## src/source/usb_phy_pkg.sv

```systemverilog
// ##########################################################################
// Shared constants and types for the USB 1.1 full/low speed PHY.
// Imported by the transmitter, both receiver stages and the line interface.
// ##########################################################################

package usb_phy_pkg;

	// One data byte on the transmit or receive side
	typedef logic [7:0] usb_byte_t;

	// usb_clk cycles per bit at 48 MHz
	localparam int FS_BIT_CLKS = 4;
	localparam int LS_BIT_CLKS = 32;

	// Ones in a row before a zero is stuffed
	localparam int STUFF_RUN = 6;

	// First byte of every packet, LSB first on the wire
	localparam usb_byte_t SYNC_BYTE = 8'h80;

	// Bit phase counter, wide enough for the slow rate
	localparam int PHASE_W = $clog2(LS_BIT_CLKS);
	typedef logic [PHASE_W-1:0] phase_t;

	// Decoded wire pair, J and K in the sense of the current speed
	typedef enum logic [1:0] {
		LINE_J,
		LINE_K,
		LINE_SE0,
		LINE_SE1
	} line_state_t;

	typedef enum logic [2:0] {
		TX_IDLE,
		TX_DATA,
		TX_EOP1,
		TX_EOP2,
		TX_J,
		TX_GEOP1,
		TX_GEOP2,
		TX_GJ
	} tx_state_t;

	typedef enum logic [1:0] {
		RX_IDLE,
		RX_SYNC,
		RX_DATA,
		RX_EOP
	} rx_state_t;

endpackage

```

## src/source/usb_line_if.sv

```systemverilog
// ##########################################################################
// Sampled line state and bit timing from the receive sampler to the
// decoder. The sampler drives every signal.
// ##########################################################################

`timescale 1ns/1ps

interface usb_line_if;
	import usb_phy_pkg::*;

	// One cycle per bit, near mid-bit
	logic bit_strobe;
	// Line state valid together with bit_strobe
	line_state_t state;
	// Lock lost, no transition for seven bit times
	logic idle_reset;

	modport sampler (
		output bit_strobe,
		output state,
		output idle_reset
	);

	modport decoder (
		input bit_strobe,
		input state,
		input idle_reset
	);

endinterface

```

## src/source/usb_phy.sv

```systemverilog
// ##########################################################################
// USB 1.1 PHY top level. Joins the transmitter to the receive sampler and
// decoder. The SIE connects to the byte ports, the transceiver to the line.
// ##########################################################################

`timescale 1ns/1ps

module usb_phy (
	input  logic                   usb_clk,
	input  logic                   usb_rst,
	input  usb_phy_pkg::usb_byte_t tx_data,
	input  logic                   tx_valid,
	output logic                   tx_ready,
	input  logic                   generate_eop,
	input  logic                   generate_reset,
	output logic                   txp,
	output logic                   txm,
	output logic                   txoe,
	input  logic                   rxp,
	input  logic                   rxm,
	input  logic                   low_speed,
	output usb_phy_pkg::usb_byte_t rx_data,
	output logic                   rx_valid,
	output logic                   rx_active,
	output logic                   rx_error
);

	// Sampler to decoder link
	usb_line_if line ();

	usb_tx u_tx (
		.usb_clk        (usb_clk),
		.usb_rst        (usb_rst),
		.tx_data        (tx_data),
		.tx_valid       (tx_valid),
		.tx_ready       (tx_ready),
		.generate_eop   (generate_eop),
		.generate_reset (generate_reset),
		.low_speed      (low_speed),
		.txp            (txp),
		.txm            (txm),
		.txoe           (txoe)
	);

	usb_rx_sampler u_rx_sampler (
		.usb_clk   (usb_clk),
		.usb_rst   (usb_rst),
		.rxp       (rxp),
		.rxm       (rxm),
		.low_speed (low_speed),
		.line      (line.sampler)
	);

	usb_rx_decoder u_rx_decoder (
		.usb_clk   (usb_clk),
		.usb_rst   (usb_rst),
		.line      (line.decoder),
		.rx_data   (rx_data),
		.rx_valid  (rx_valid),
		.rx_active (rx_active),
		.rx_error  (rx_error)
	);

endmodule

```

## src/source/usb_rx_decoder.sv

```systemverilog
// ##########################################################################
// Receive bit decoder. Turns strobed line states into bytes: NRZI decode,
// zero removal, SYNC check, payload strobes and EOP with error report.
// ##########################################################################

`timescale 1ns/1ps

module usb_rx_decoder (
	input  logic                   usb_clk,
	input  logic                   usb_rst,
	usb_line_if.decoder            line,
	output usb_phy_pkg::usb_byte_t rx_data,
	output logic                   rx_valid,
	output logic                   rx_active,
	output logic                   rx_error
);
	import usb_phy_pkg::*;

	rx_state_t   state;
	line_state_t last_level;
	usb_byte_t   shreg;
	usb_byte_t   next_byte;
	logic [2:0]  bit_cnt;
	logic [2:0]  one_cnt;
	logic        err_pending;
	logic        level_bit;

	// No change since the previous bit decodes as a one
	assign level_bit = (line.state == last_level);
	assign next_byte = {level_bit, shreg[7:1]};

	always_ff @(posedge usb_clk) begin
		if (usb_rst) begin
			state       <= RX_IDLE;
			rx_valid    <= 1'b0;
			rx_active   <= 1'b0;
			rx_error    <= 1'b0;
			err_pending <= 1'b0;
		end else begin
			rx_valid <= 1'b0;
			rx_error <= 1'b0;
			if (line.idle_reset && (state != RX_IDLE)) begin
				// Lock lost inside a packet
				state       <= RX_IDLE;
				rx_active   <= 1'b0;
				rx_error    <= err_pending;
				err_pending <= 1'b0;
			end else if (line.bit_strobe) begin
				case (state)
					RX_IDLE: begin
						// First K is the first SYNC bit, a zero
						if (line.state == LINE_K) begin
							state       <= RX_SYNC;
							last_level  <= LINE_K;
							shreg       <= '0;
							bit_cnt     <= 3'd1;
							one_cnt     <= '0;
							err_pending <= 1'b0;
						end
					end
					RX_SYNC, RX_DATA: begin
						if (line.state == LINE_SE0) begin
							state <= RX_EOP;
							if ((bit_cnt != 3'd0) || (state == RX_SYNC))
								err_pending <= 1'b1;
						end else if (line.state == LINE_SE1) begin
							err_pending <= 1'b1;
						end else begin
							last_level <= line.state;
							if (one_cnt == 3'(STUFF_RUN)) begin
								// Stuffed bit dropped, a one here is an error
								one_cnt <= '0;
								if (level_bit)
									err_pending <= 1'b1;
							end else begin
								one_cnt <= level_bit ? one_cnt + 3'd1 : 3'd0;
								shreg   <= next_byte;
								bit_cnt <= bit_cnt + 3'd1;
								if (bit_cnt == 3'd7) begin
									if (state == RX_SYNC) begin
										state <= RX_DATA;
										if (next_byte == SYNC_BYTE)
											rx_active <= 1'b1;
										else
											err_pending <= 1'b1;
									end else begin
										rx_data  <= next_byte;
										rx_valid <= rx_active;
									end
								end
							end
						end
					end
					default: begin
						// Second EOP bit closes the packet
						state       <= RX_IDLE;
						rx_active   <= 1'b0;
						rx_error    <= err_pending || (line.state != LINE_SE0);
						err_pending <= 1'b0;
					end
				endcase
			end
		end
	end

	a_valid_active: assert property (@(posedge usb_clk) disable iff (usb_rst)
		rx_valid |-> rx_active);

endmodule

```

## src/source/usb_rx_sampler.sv

```systemverilog
// ##########################################################################
// Receive front end. Synchronises rxp/rxm, decodes the line state and
// generates a mid-bit strobe locked to the last line transition.
// ##########################################################################

`timescale 1ns/1ps

module usb_rx_sampler (
	input  logic       usb_clk,
	input  logic       usb_rst,
	input  logic       rxp,
	input  logic       rxm,
	input  logic       low_speed,
	usb_line_if.sampler line
);
	import usb_phy_pkg::*;

	logic [1:0]  rx_meta;
	logic [1:0]  rx_sync;
	line_state_t cur_state;
	line_state_t prev_state;
	phase_t      phase;
	phase_t      half;
	phase_t      last;
	logic [3:0]  quiet_cnt;
	logic        changed;
	logic        strobe;

	// Two-flop synchroniser
	always_ff @(posedge usb_clk) begin
		rx_meta <= {rxp, rxm};
		rx_sync <= rx_meta;
	end

	// Low speed swaps J and K
	always_comb begin
		case (rx_sync)
			2'b10:   cur_state = low_speed ? LINE_K : LINE_J;
			2'b01:   cur_state = low_speed ? LINE_J : LINE_K;
			2'b00:   cur_state = LINE_SE0;
			default: cur_state = LINE_SE1;
		endcase
	end

	assign last    = low_speed ? phase_t'(LS_BIT_CLKS - 1) : phase_t'(FS_BIT_CLKS - 1);
	assign half    = low_speed ? phase_t'(LS_BIT_CLKS / 2) : phase_t'(FS_BIT_CLKS / 2);
	assign changed = (cur_state != prev_state);
	assign strobe  = !changed && (phase == half);

	always_ff @(posedge usb_clk) begin
		if (usb_rst) begin
			prev_state      <= LINE_J;
			phase           <= '0;
			quiet_cnt       <= '0;
			line.bit_strobe <= 1'b0;
			line.state      <= LINE_J;
		end else begin
			prev_state <= cur_state;
			// Transition cycle counts as phase zero
			if (changed)
				phase <= phase_t'(1);
			else if (phase == last)
				phase <= '0;
			else
				phase <= phase + phase_t'(1);
			// Strobes since the last transition, saturating
			if (changed)
				quiet_cnt <= '0;
			else if (strobe && !quiet_cnt[3])
				quiet_cnt <= quiet_cnt + 4'd1;
			line.bit_strobe <= strobe;
			line.state      <= cur_state;
		end
	end

	assign line.idle_reset = quiet_cnt[3];

endmodule

```

## src/source/usb_tx.sv

```systemverilog
// ##########################################################################
// USB transmitter. Takes bytes over valid/ready, stuffs and NRZI-encodes
// them onto txp/txm/txoe and closes each packet with SE0, SE0, J.
// Also sends a standalone EOP on request and holds SE0 for bus reset.
// ##########################################################################

`timescale 1ns/1ps

module usb_tx (
	input  logic                  usb_clk,
	input  logic                  usb_rst,
	input  usb_phy_pkg::usb_byte_t tx_data,
	input  logic                  tx_valid,
	output logic                  tx_ready,
	input  logic                  generate_eop,
	input  logic                  generate_reset,
	input  logic                  low_speed,
	output logic                  txp,
	output logic                  txm,
	output logic                  txoe
);
	import usb_phy_pkg::*;

	logic      txp_r;
	logic      txm_r;
	logic      txoe_r;
	phase_t    gce_cnt;
	logic      gce;
	logic      sr_rst;
	logic      sr_load;
	logic      sr_done;
	logic      sr_out;
	logic [2:0] bit_cnt;
	logic [2:0] one_cnt;
	logic [6:0] sr;
	logic      txoe_ctl;
	logic      gen_se0;
	logic      gen_j;
	tx_state_t state;
	tx_state_t next_state;
	logic      tx_ready_d;
	logic      tx_valid_r;
	logic      tx_continue;
	logic      end_ack;
	logic      eop_pending;
	logic      eop_clear;

	// Second register stage on the line
	always_ff @(posedge usb_clk) begin
		if (usb_rst) begin
			txp  <= ~low_speed;
			txm  <= low_speed;
			txoe <= 1'b0;
		end else begin
			txp  <= txp_r;
			txm  <= txm_r;
			txoe <= txoe_r;
		end
	end

	// Bit enable, one pulse per bit time
	always_ff @(posedge usb_clk) begin
		if (usb_rst) begin
			gce_cnt <= '0;
			gce     <= 1'b0;
		end else begin
			gce_cnt <= gce_cnt + phase_t'(1);
			if (low_speed)
				gce <= (gce_cnt == phase_t'(LS_BIT_CLKS - 1));
			else
				gce <= ((gce_cnt & phase_t'(FS_BIT_CLKS - 1)) == phase_t'(FS_BIT_CLKS - 1));
		end
	end

	// Serializer with zero insertion, the ones count spans bytes
	always_ff @(posedge usb_clk) begin
		if (usb_rst || sr_rst) begin
			sr_done <= 1'b1;
			one_cnt <= '0;
		end else if (gce) begin
			if (sr_load) begin
				sr_done <= 1'b0;
				sr_out  <= tx_data[0];
				bit_cnt <= '0;
				one_cnt <= tx_data[0] ? one_cnt + 3'd1 : 3'd0;
				sr      <= tx_data[7:1];
			end else if (!sr_done) begin
				if (one_cnt == 3'(STUFF_RUN)) begin
					// Stuffed zero, payload bit waits
					one_cnt <= '0;
					sr_out  <= 1'b0;
					if (bit_cnt == 3'd7)
						sr_done <= 1'b1;
				end else begin
					sr_out  <= sr[0];
					one_cnt <= sr[0] ? one_cnt + 3'd1 : 3'd0;
					bit_cnt <= bit_cnt + 3'd1;
					// Last bit, unless it completes a run needing a stuff
					if ((bit_cnt == 3'd6) && (!sr[0] || (one_cnt != 3'(STUFF_RUN - 1))))
						sr_done <= 1'b1;
					sr <= {1'b0, sr[6:1]};
				end
			end
		end
	end

	// Line encoder, a zero bit toggles the pair
	always_ff @(posedge usb_clk) begin
		if (usb_rst) begin
			txoe_r <= 1'b0;
			txp_r  <= ~low_speed;
			txm_r  <= low_speed;
		end else if (gce) begin
			txoe_r <= txoe_ctl;
			if (!txoe_ctl || gen_j) begin
				txp_r <= ~low_speed;
				txm_r <= low_speed;
			end else if (generate_reset || gen_se0) begin
				txp_r <= 1'b0;
				txm_r <= 1'b0;
			end else if (!sr_out) begin
				txp_r <= ~txp_r;
				txm_r <= ~txm_r;
			end
		end
	end

	always_ff @(posedge usb_clk) begin
		if (usb_rst) begin
			state       <= TX_IDLE;
			tx_ready    <= 1'b0;
			tx_valid_r  <= 1'b0;
			tx_continue <= 1'b1;
			eop_pending <= 1'b0;
		end else begin
			if (gce)
				state <= next_state;
			tx_ready   <= tx_ready_d && gce;
			tx_valid_r <= tx_valid;
			// Falling tx_valid ends the packet after the current byte
			if (tx_valid_r && !tx_valid)
				tx_continue <= 1'b0;
			if (end_ack)
				tx_continue <= 1'b1;
			if (generate_eop)
				eop_pending <= 1'b1;
			if (eop_clear)
				eop_pending <= 1'b0;
		end
	end

	always_comb begin
		next_state = state;
		txoe_ctl   = 1'b1;
		sr_rst     = 1'b1;
		sr_load    = 1'b0;
		gen_se0    = 1'b0;
		gen_j      = 1'b0;
		tx_ready_d = 1'b0;
		end_ack    = 1'b0;
		eop_clear  = 1'b0;
		case (state)
			TX_IDLE: begin
				txoe_ctl = generate_reset;
				if (eop_pending) begin
					next_state = TX_GEOP1;
				end else begin
					tx_ready_d = 1'b1;
					if (tx_valid) begin
						sr_rst     = 1'b0;
						sr_load    = 1'b1;
						next_state = TX_DATA;
					end
				end
			end
			TX_DATA: begin
				sr_rst = 1'b0;
				if (sr_done) begin
					if (tx_continue) begin
						sr_load    = 1'b1;
						tx_ready_d = 1'b1;
					end else begin
						next_state = TX_EOP1;
					end
				end
			end
			TX_EOP1: begin
				end_ack    = 1'b1;
				gen_se0    = 1'b1;
				next_state = TX_EOP2;
			end
			TX_EOP2: begin
				gen_se0    = 1'b1;
				next_state = TX_J;
			end
			TX_J: begin
				gen_j      = 1'b1;
				next_state = TX_IDLE;
			end
			TX_GEOP1: begin
				gen_se0    = 1'b1;
				next_state = TX_GEOP2;
			end
			TX_GEOP2: begin
				gen_se0    = 1'b1;
				next_state = TX_GJ;
			end
			default: begin
				eop_clear  = 1'b1;
				gen_j      = 1'b1;
				next_state = TX_IDLE;
			end
		endcase
	end

	a_ready_state: assert property (@(posedge usb_clk) disable iff (usb_rst)
		tx_ready |-> (state inside {TX_IDLE, TX_DATA}));

	a_no_se1: assert property (@(posedge usb_clk) disable iff (usb_rst)
		txoe |-> !(txp && txm));

endmodule
```

## config.mk

```make
export PLATFORM = sky130hd
export DESIGN_NAME = usb_phy
export DESIGN_NICKNAME = d
export VERILOG_FILES = /design/src/source/usb_phy_pkg.sv /design/src/source/usb_line_if.sv /design/src/source/usb_phy.sv /design/src/source/usb_rx_decoder.sv /design/src/source/usb_rx_sampler.sv /design/src/source/usb_tx.sv
export SDC_FILE = /design/constraint.sdc
export NUM_CORES = 1
export LEC_CHECK = 0
export ABC_CLOCK_PERIOD_IN_PS = 2600
export BUFFER_PORTS_ARGS = -buffer_cell sky130_fd_sc_hd__clkbuf_2
export CELL_PAD_IN_SITES_DETAIL_PLACEMENT = 1
export CELL_PAD_IN_SITES_GLOBAL_PLACEMENT = 1
export CORE_UTILIZATION = 43
export DETAILED_ROUTE_END_ITERATION = 7
export GPL_ROUTABILITY_DRIVEN = 0
export PLACE_DENSITY_LB_ADDON = 0.1
export REMOVE_ABC_BUFFERS = 1
export SLEW_MARGIN = 5
export SYNTH_ARGS = -nofsm -noshare
export SYNTH_HDL_FRONTEND = slang
export SYNTH_HIERARCHICAL = 1
export SYNTH_SLANG_ARGS = --single-unit
```

## constraint.sdc

```tcl
create_clock -name usb_clk -period 2.6 [get_ports usb_clk]
set_input_delay 0.52 -clock usb_clk [delete_from_list [all_inputs] [get_ports usb_clk]]
set_output_delay 0.52 -clock usb_clk [all_outputs]
set_load 0.02 [all_outputs]
```

==> results.toml, run 1 <==
[global_routing]
antenna_found_initial = 0
grt_pass1_wl_um = 13000
grt_max_degree = 21
groute.usage.overall = 0.186
grt_overflow = 0
grt_pass1_vias = 2701

[floorplanning]
die_w_um = 95.8
start_util = 0.451
die_area_um2 = 9170
row_count = 33
ios = 31
core_area_um2 = 8380
die_h_um = 95.8

[clock_network]
cts_hold_buf = 0
post-cts-setup-buffers = 0
root_buffer = "clkbuf_8"
cts_buffers = 9
cts_tree = "built"
clk_latency_ns = 0.34
cts_resized = 0
cts.sinks = 79
clk_path_buf_depth = 2
h-tree-depth = 3
path_clk_slew_ns = 0.07

[timing]
hold_viol_final = 0
finalSetupViolCount = 0
worst_slew_pin_slew_ns = 0.530
drv_slew = 0
fin_skew_ns = 0.0104
hold_ws_ns = 0.288
rsz0062_at_grt = "no"
period_share = 0.860
slew_headroom = 0.646
max_freq_ghz = 0.447
min_period_ns = 2.23

[layout]
multi_input_area_um2 = 1700
fin_nets = 424
n_antenna_cell = 0
fill_cells = 956
regArea_um2 = 1940
fin_util = 0.505
drive_above_1_share = 0.185
stdcell_count = 494
layout_commonest_cell = "dfxtp_1"
areaGrowthSynthToFinish_pct = 11.9
final_cell_mix = "dfxtp_1 (43), edfxtp_1 (36), clkbuf_2 (30), nor2_1 (30), nand2_1 (28)"

[setup_path]
rr_worst_depth = 7
crit_fanout = 10
worst-endpoint-arrival_ns = 2.28
end_kind = "flip-flop"
setup.worst_path.start = "u_tx/state[0]$_SDFFE_PP0P_"
cp.depth = 7
required_ns = 2.65
critPathSlowestCell = "ha_1"
worstReg2RegStart = "u_tx/state[0]$_SDFFE_PP0P_"
cp-start-kind = "flip-flop"
criticalPathCategory = "flip-flop to flip-flop"
cpPeakStageDelay_ns = 0.38
path_cells = "inv_1 -> ha_1 -> nand4bb_2 -> a31oi_2 -> nand2_1 -> a31oi_1 -> buf_4"
critPathBufInv = 2
cp_top_family = "compound AO/OA/AOI/OAI gates"

[detailed_routing]
viasPerCell = 5.34
drc = 0
wirelength_um = 7600
wire_per_inst_um = 15.4
drt_iter0_drc = 77
drtAntennaViolNets = 0
dr.pass1.iters = 4
via_count = 2638

[power_and_ir_drop]
swShare = 0.230
p_int_mw = 1.77
p_switching_mw = 0.527
p_comb_frac = 0.059
power_leakage_nw = 1.67
clkPwrFrac = 0.358
pwr-share-seq = 0.583
power.density_nw_per_um2 = 542
vdd.ir_drop.worst_mv = 0.246

[yosys]
synth-main-ff-cell = "dfxtp_1"
netlist_area_um2 = 3780
synthArstFlopShare = 0
synth_enable_flop_cells = 36
ys_types = 67
synthCells = 346
ys_seq_area_frac = 0.514
ys_warn_count = 6
syn_avg_cell_area_um2 = 10.9
ys_ff_latch = 79

[run_status]
outcome = "finished, final reports clean"

[placement]
place_inst = 478
dp_hpwl_um = 5570
port_buffers = 30

[flow_run]
maxCapViolCount = 0

[hold_path]
whs_path_depth = 1
worstHoldStart = "rxp"
worst_hold_path_type = "input port to flip-flop"
Yosys cell counts (2+ instances only):
cell type | number | area (um^2)
and2_1 | 12 | 75.1
xnor2_1 | 7 | 61.3
a31oi_1 | 2 | 12.5
a211oi_2 | 3 | 37.5
inv_1 | 22 | 82.6
nand3b_1 | 4 | 30.0
edfxtp_1 | 36 | 1080
buf_6 | 2 | 22.5
nand3_1 | 6 | 30.0
nor2_1 | 30 | 113
o221a_2 | 2 | 22.5
nor3b_1 | 3 | 22.5
o21ai_1 | 2 | 10.0
buf_2 | 2 | 10.0
nor3_1 | 10 | 50.1
a21oi_1 | 10 | 50.1
a21boi_0 | 2 | 15.0
ha_1 | 24 | 300
a211oi_1 | 5 | 37.5
mux2i_1 | 8 | 80.1
nor2b_1 | 7 | 43.8
and3_1 | 6 | 37.5
nand4b_1 | 2 | 17.5
and2b_2 | 2 | 17.5
o21ai_0 | 9 | 45.0
clkbuf_1 | 5 | 18.8
o22ai_1 | 2 | 12.5
xor2_1 | 6 | 52.6
dfxtp_1 | 43 | 861
a21o_1 | 2 | 15.0
nand2b_1 | 5 | 31.3
nor4_1 | 3 | 18.8
nand2_1 | 28 | 105
stage by stage:
stage	TNS [ns]	setup WS [ns]	area, um^2	total power [mW]
6_report	0	0.365	4230	2.29
2_1_floorplan	-0.159	-0.0159	3730	1.45
3_3_place_gp	0	0.473	4060	1.50
5_1_grt	0	0.142	4230	2.40
4_1_cts	0	0.361	4230	2.32
3_5_place_dp	0	0.370	4060	1.50
sequential cells by signal, indices dropped and copies added, names as in the netlist, 3 cells and up:
signal,count
u_rx_decoder/shreg,7
u_rx_decoder/rx_data,8
u_rx_decoder/bit_cnt,3
u_tx/bit_cnt,3
u_tx/one_cnt,3
u_rx_decoder/one_cnt,3
u_tx/gce_cnt,5
u_rx_sampler/quiet_cnt,4
u_tx/sr,7
u_tx/state,3
u_rx_sampler/phase,5
path summary, 6_finish.rpt:
kind / end / slack, ns
hold / removal: u_rx_sampler/rx_meta[1]$_DFF_P_ / 0.29
hold reg to reg: u_rx_sampler/rx_sync[0]$_DFF_P_ / 0.33
setup / recovery: u_tx/sr[0]$_DFFE_PP_ / 0.37
setup reg to reg: u_tx/sr[0]$_DFFE_PP_ / 0.37
kinds of logic (layout without fill, tap and decap cells):
group / after synthesis / in the layout / share of synthesized area
xor+xnor: 13 / 13 / 0.0301
compound gates: 58 / 58 / 0.125
flops: 79 / 79 / 0.514
simple gates: 131 / 131 / 0.191
mux: 9 / 9 / 0.0242
fa+ha+maj: 24 / 24 / 0.0794
buf+inv: 32 / 75 / 0.0364
metal layers:
metal	GRT usage	vias up	share of wire
met2	0.311	40	0.48
met4	0.0746	0	0.013
li1	-	1303	-
met5	0	-	0
met1	0.241	1286	0.48
met3	0.0308	9	0.027
power groups by stage:
stage	Combinational, mW	Clock (mW)	Sequential (mW)
5_1_grt	0.153	0.905	1.34
3_5_place_dp	0.137	0	1.36
6_report	0.136	0.821	1.34
2_1_floorplan	0.0843	0	1.36
3_3_place_gp	0.133	0	1.36
4_1_cts	0.138	0.846	1.34
area by class of cell:
type                    instances  share of cell area
well taps                     105              0.0310
multi-input cells             235               0.402
inverters                      23              0.0204
repair buffers                 36              0.0461
clock buffers                  12              0.0367
flip-flops and latches         79               0.459
clock inverters                 4             0.00473
No activity file was read; power rests on OpenSTA's default activity.
==> run 2, diff against run 1 <==
--- a/config.mk
+++ b/config.mk
@@ -5,11 +5,11 @@
 export SDC_FILE = /design/constraint.sdc
 export NUM_CORES = 1
 export LEC_CHECK = 0
-export ABC_CLOCK_PERIOD_IN_PS = 2600
+export ABC_CLOCK_PERIOD_IN_PS = 2100
 export BUFFER_PORTS_ARGS = -buffer_cell sky130_fd_sc_hd__clkbuf_2
 export CELL_PAD_IN_SITES_DETAIL_PLACEMENT = 1
 export CELL_PAD_IN_SITES_GLOBAL_PLACEMENT = 1
-export CORE_UTILIZATION = 43
+export CORE_UTILIZATION = 47
 export DETAILED_ROUTE_END_ITERATION = 7
 export GPL_ROUTABILITY_DRIVEN = 0
 export PLACE_DENSITY_LB_ADDON = 0.1
==> constraint.sdc (replaced) <==
create_clock -name usb_clk -period 2.1 [get_ports usb_clk]
set_input_delay 0.42 -clock usb_clk [delete_from_list [all_inputs] [get_ports usb_clk]]
set_output_delay 0.42 -clock usb_clk [all_outputs]
set_load 0.02 [all_outputs]
==> results.toml, run 2 (same netlist as run 1, synthesis figures left out) <==
[detailed_routing]
viasPerCell = 5.38
via_count = 2685
dr.pass1.iters = 4
drc = 0
wire_per_inst_um = 15.8
drtAntennaViolNets = 0
drt_iter0_drc = 86
wirelength_um = 7910

[flow_run]
maxCapViolCount = 0

[global_routing]
grt_overflow = 0
groute.usage.overall = 0.205
grt_max_degree = 31
grt_pass1_vias = 2764
antenna_found_initial = 0
grt_pass1_wl_um = 13300

[floorplanning]
start_util = 0.487
die_w_um = 91.7
die_area_um2 = 8410
die_h_um = 91.7
ios = 31
row_count = 32
core_area_um2 = 7770

[setup_path]
worst-endpoint-arrival_ns = 2.08
critPathSlowestCell = "dfxtp_1"
worstReg2RegStart = "u_rx_decoder/state[0]$_SDFFE_PP0P_"
setup.worst_path.start = "u_rx_decoder/state[0]$_SDFFE_PP0P_"
path_cells = "inv_1 -> ha_2 -> nor2b_1 -> or2_2 -> nor4_4 -> a21boi_2 -> buf_4"
crit_fanout = 5
criticalPathCategory = "flip-flop to flip-flop"
cp-start-kind = "flip-flop"
cpPeakStageDelay_ns = 0.35
required_ns = 2.17
end_kind = "flip-flop"

[run_status]
outcome = "finished, final reports clean"

[layout]
drive_above_1_share = 0.214
fill_cells = 842
regArea_um2 = 1940
fin_nets = 432
fin_util = 0.564
largest_registers = "u_rx_decoder/rx_data x8, u_rx_decoder/shreg x7, u_tx/sr x7"
n_antenna_cell = 0
multi_input_area_um2 = 1720
top_register = "u_rx_decoder/rx_data"
areaGrowthSynthToFinish_pct = 15.8
final_cell_mix = "dfxtp_1 (42), edfxtp_1 (36), clkbuf_2 (30), nor2_1 (30), nand2_1 (28)"
largest_reg_flops = 8
layout_commonest_cell = "dfxtp_1"

[timing]
period_share = 0.955
min_period_ns = 2.01
fin_skew_ns = 0.0118
hold_viol_final = 0
drv_slew = 0
worst_slew_pin_slew_ns = 0.427
max_freq_ghz = 0.499
worst_slack_ns = 0.0941
slew_headroom = 0.708
finalSetupViolCount = 0

[placement]
dpl_worst_slack_ns = 0.0310
dp_hpwl_um = 5560
port_buffers = 30

[clock_network]
clk_path_buf_depth = 2
cts_buffers = 9
h-tree-depth = 3
cts.sinks = 79
cts_resized = 0
cts_tree = "built"
clk_latency_ns = 0.35
root_buffer = "clkbuf_8"
cts_hold_buf = 0
path_clk_slew_ns = 0.08
post-cts-setup-buffers = 0

[hold_path]
worst_hold_path_type = "input port to flip-flop"
worstHoldStart = "rxp"

[power_and_ir_drop]
power_leakage_nw = 1.74
power.density_nw_per_um2 = 725
vdd.ir_drop.worst_mv = 0.428
run 2: area by class of cell:
| type | instances | share of cell area |
|---|---|---|
| clock inverter | 6 | 0.0249 |
| tap | 102 | 0.0292 |
| multi-input combinational | 235 | 0.392 |
| sequential | 79 | 0.444 |
| clock buffer | 10 | 0.0292 |
| timing repair buffer | 44 | 0.0612 |
| inverter | 23 | 0.0197 |
run 2: per-layer routing:
metal | vias up | global-route usage | routed length, um | share of wire
li1 | 1317 | - | - | -
met2 | 36 | 0.343 | 3810 | 0.48
met4 | 0 | 0.0703 | 80 | 0.010
met3 | 6 | 0.0498 | 237 | 0.030
met5 | - | 0 | 0 | 0
met1 | 1326 | 0.259 | 3780 | 0.48
run 2: worst paths after layout:
check,end,slack [ns],cells after the start
max,u_rx_decoder/shreg[5]$_SDFFCE_PP0P_,0.09,7
min,u_rx_sampler/rx_meta[1]$_DFF_P_,0.17,1
max reg2reg,u_rx_decoder/shreg[5]$_SDFFCE_PP0P_,0.09,7
min reg2reg,u_rx_sampler/rx_sync[0]$_DFF_P_,0.33,0
run 2: critical path: cells and delay by family (launching register included):
family,cells,cell delay (ns)
AND/OR/NAND/NOR,3,0.67
buffers and inverters,2,0.28
adder cells (fa/ha/maj),1,0.20
AO/OA/AOI/OAI,1,0.24
flip-flops,1,0.35
run 2: through the flow:
stage                     total power, mW  hold slack [ns]  TNS [ns]  cells  cell area, um^2
after floorplan                      1.79            0.310     -7.83    337             3730
after global placement               1.86            0.314         0    482             4120
after detailed placement             1.87            0.315         0    482             4120
after CTS                            3.21            0.156         0    498             4350
after global routing                 3.29            0.151  -0.00134    499             4380
final                                3.17            0.170         0    499             4380
run 2: power breakdown:
part	switching, mW	internal (mW)	leakage (nW)
registers	0.0217	1.63	0.681
clock network	0.552	0.788	0.120
logic	0.104	0.0814	0.942
total	0.678	2.49	1.74
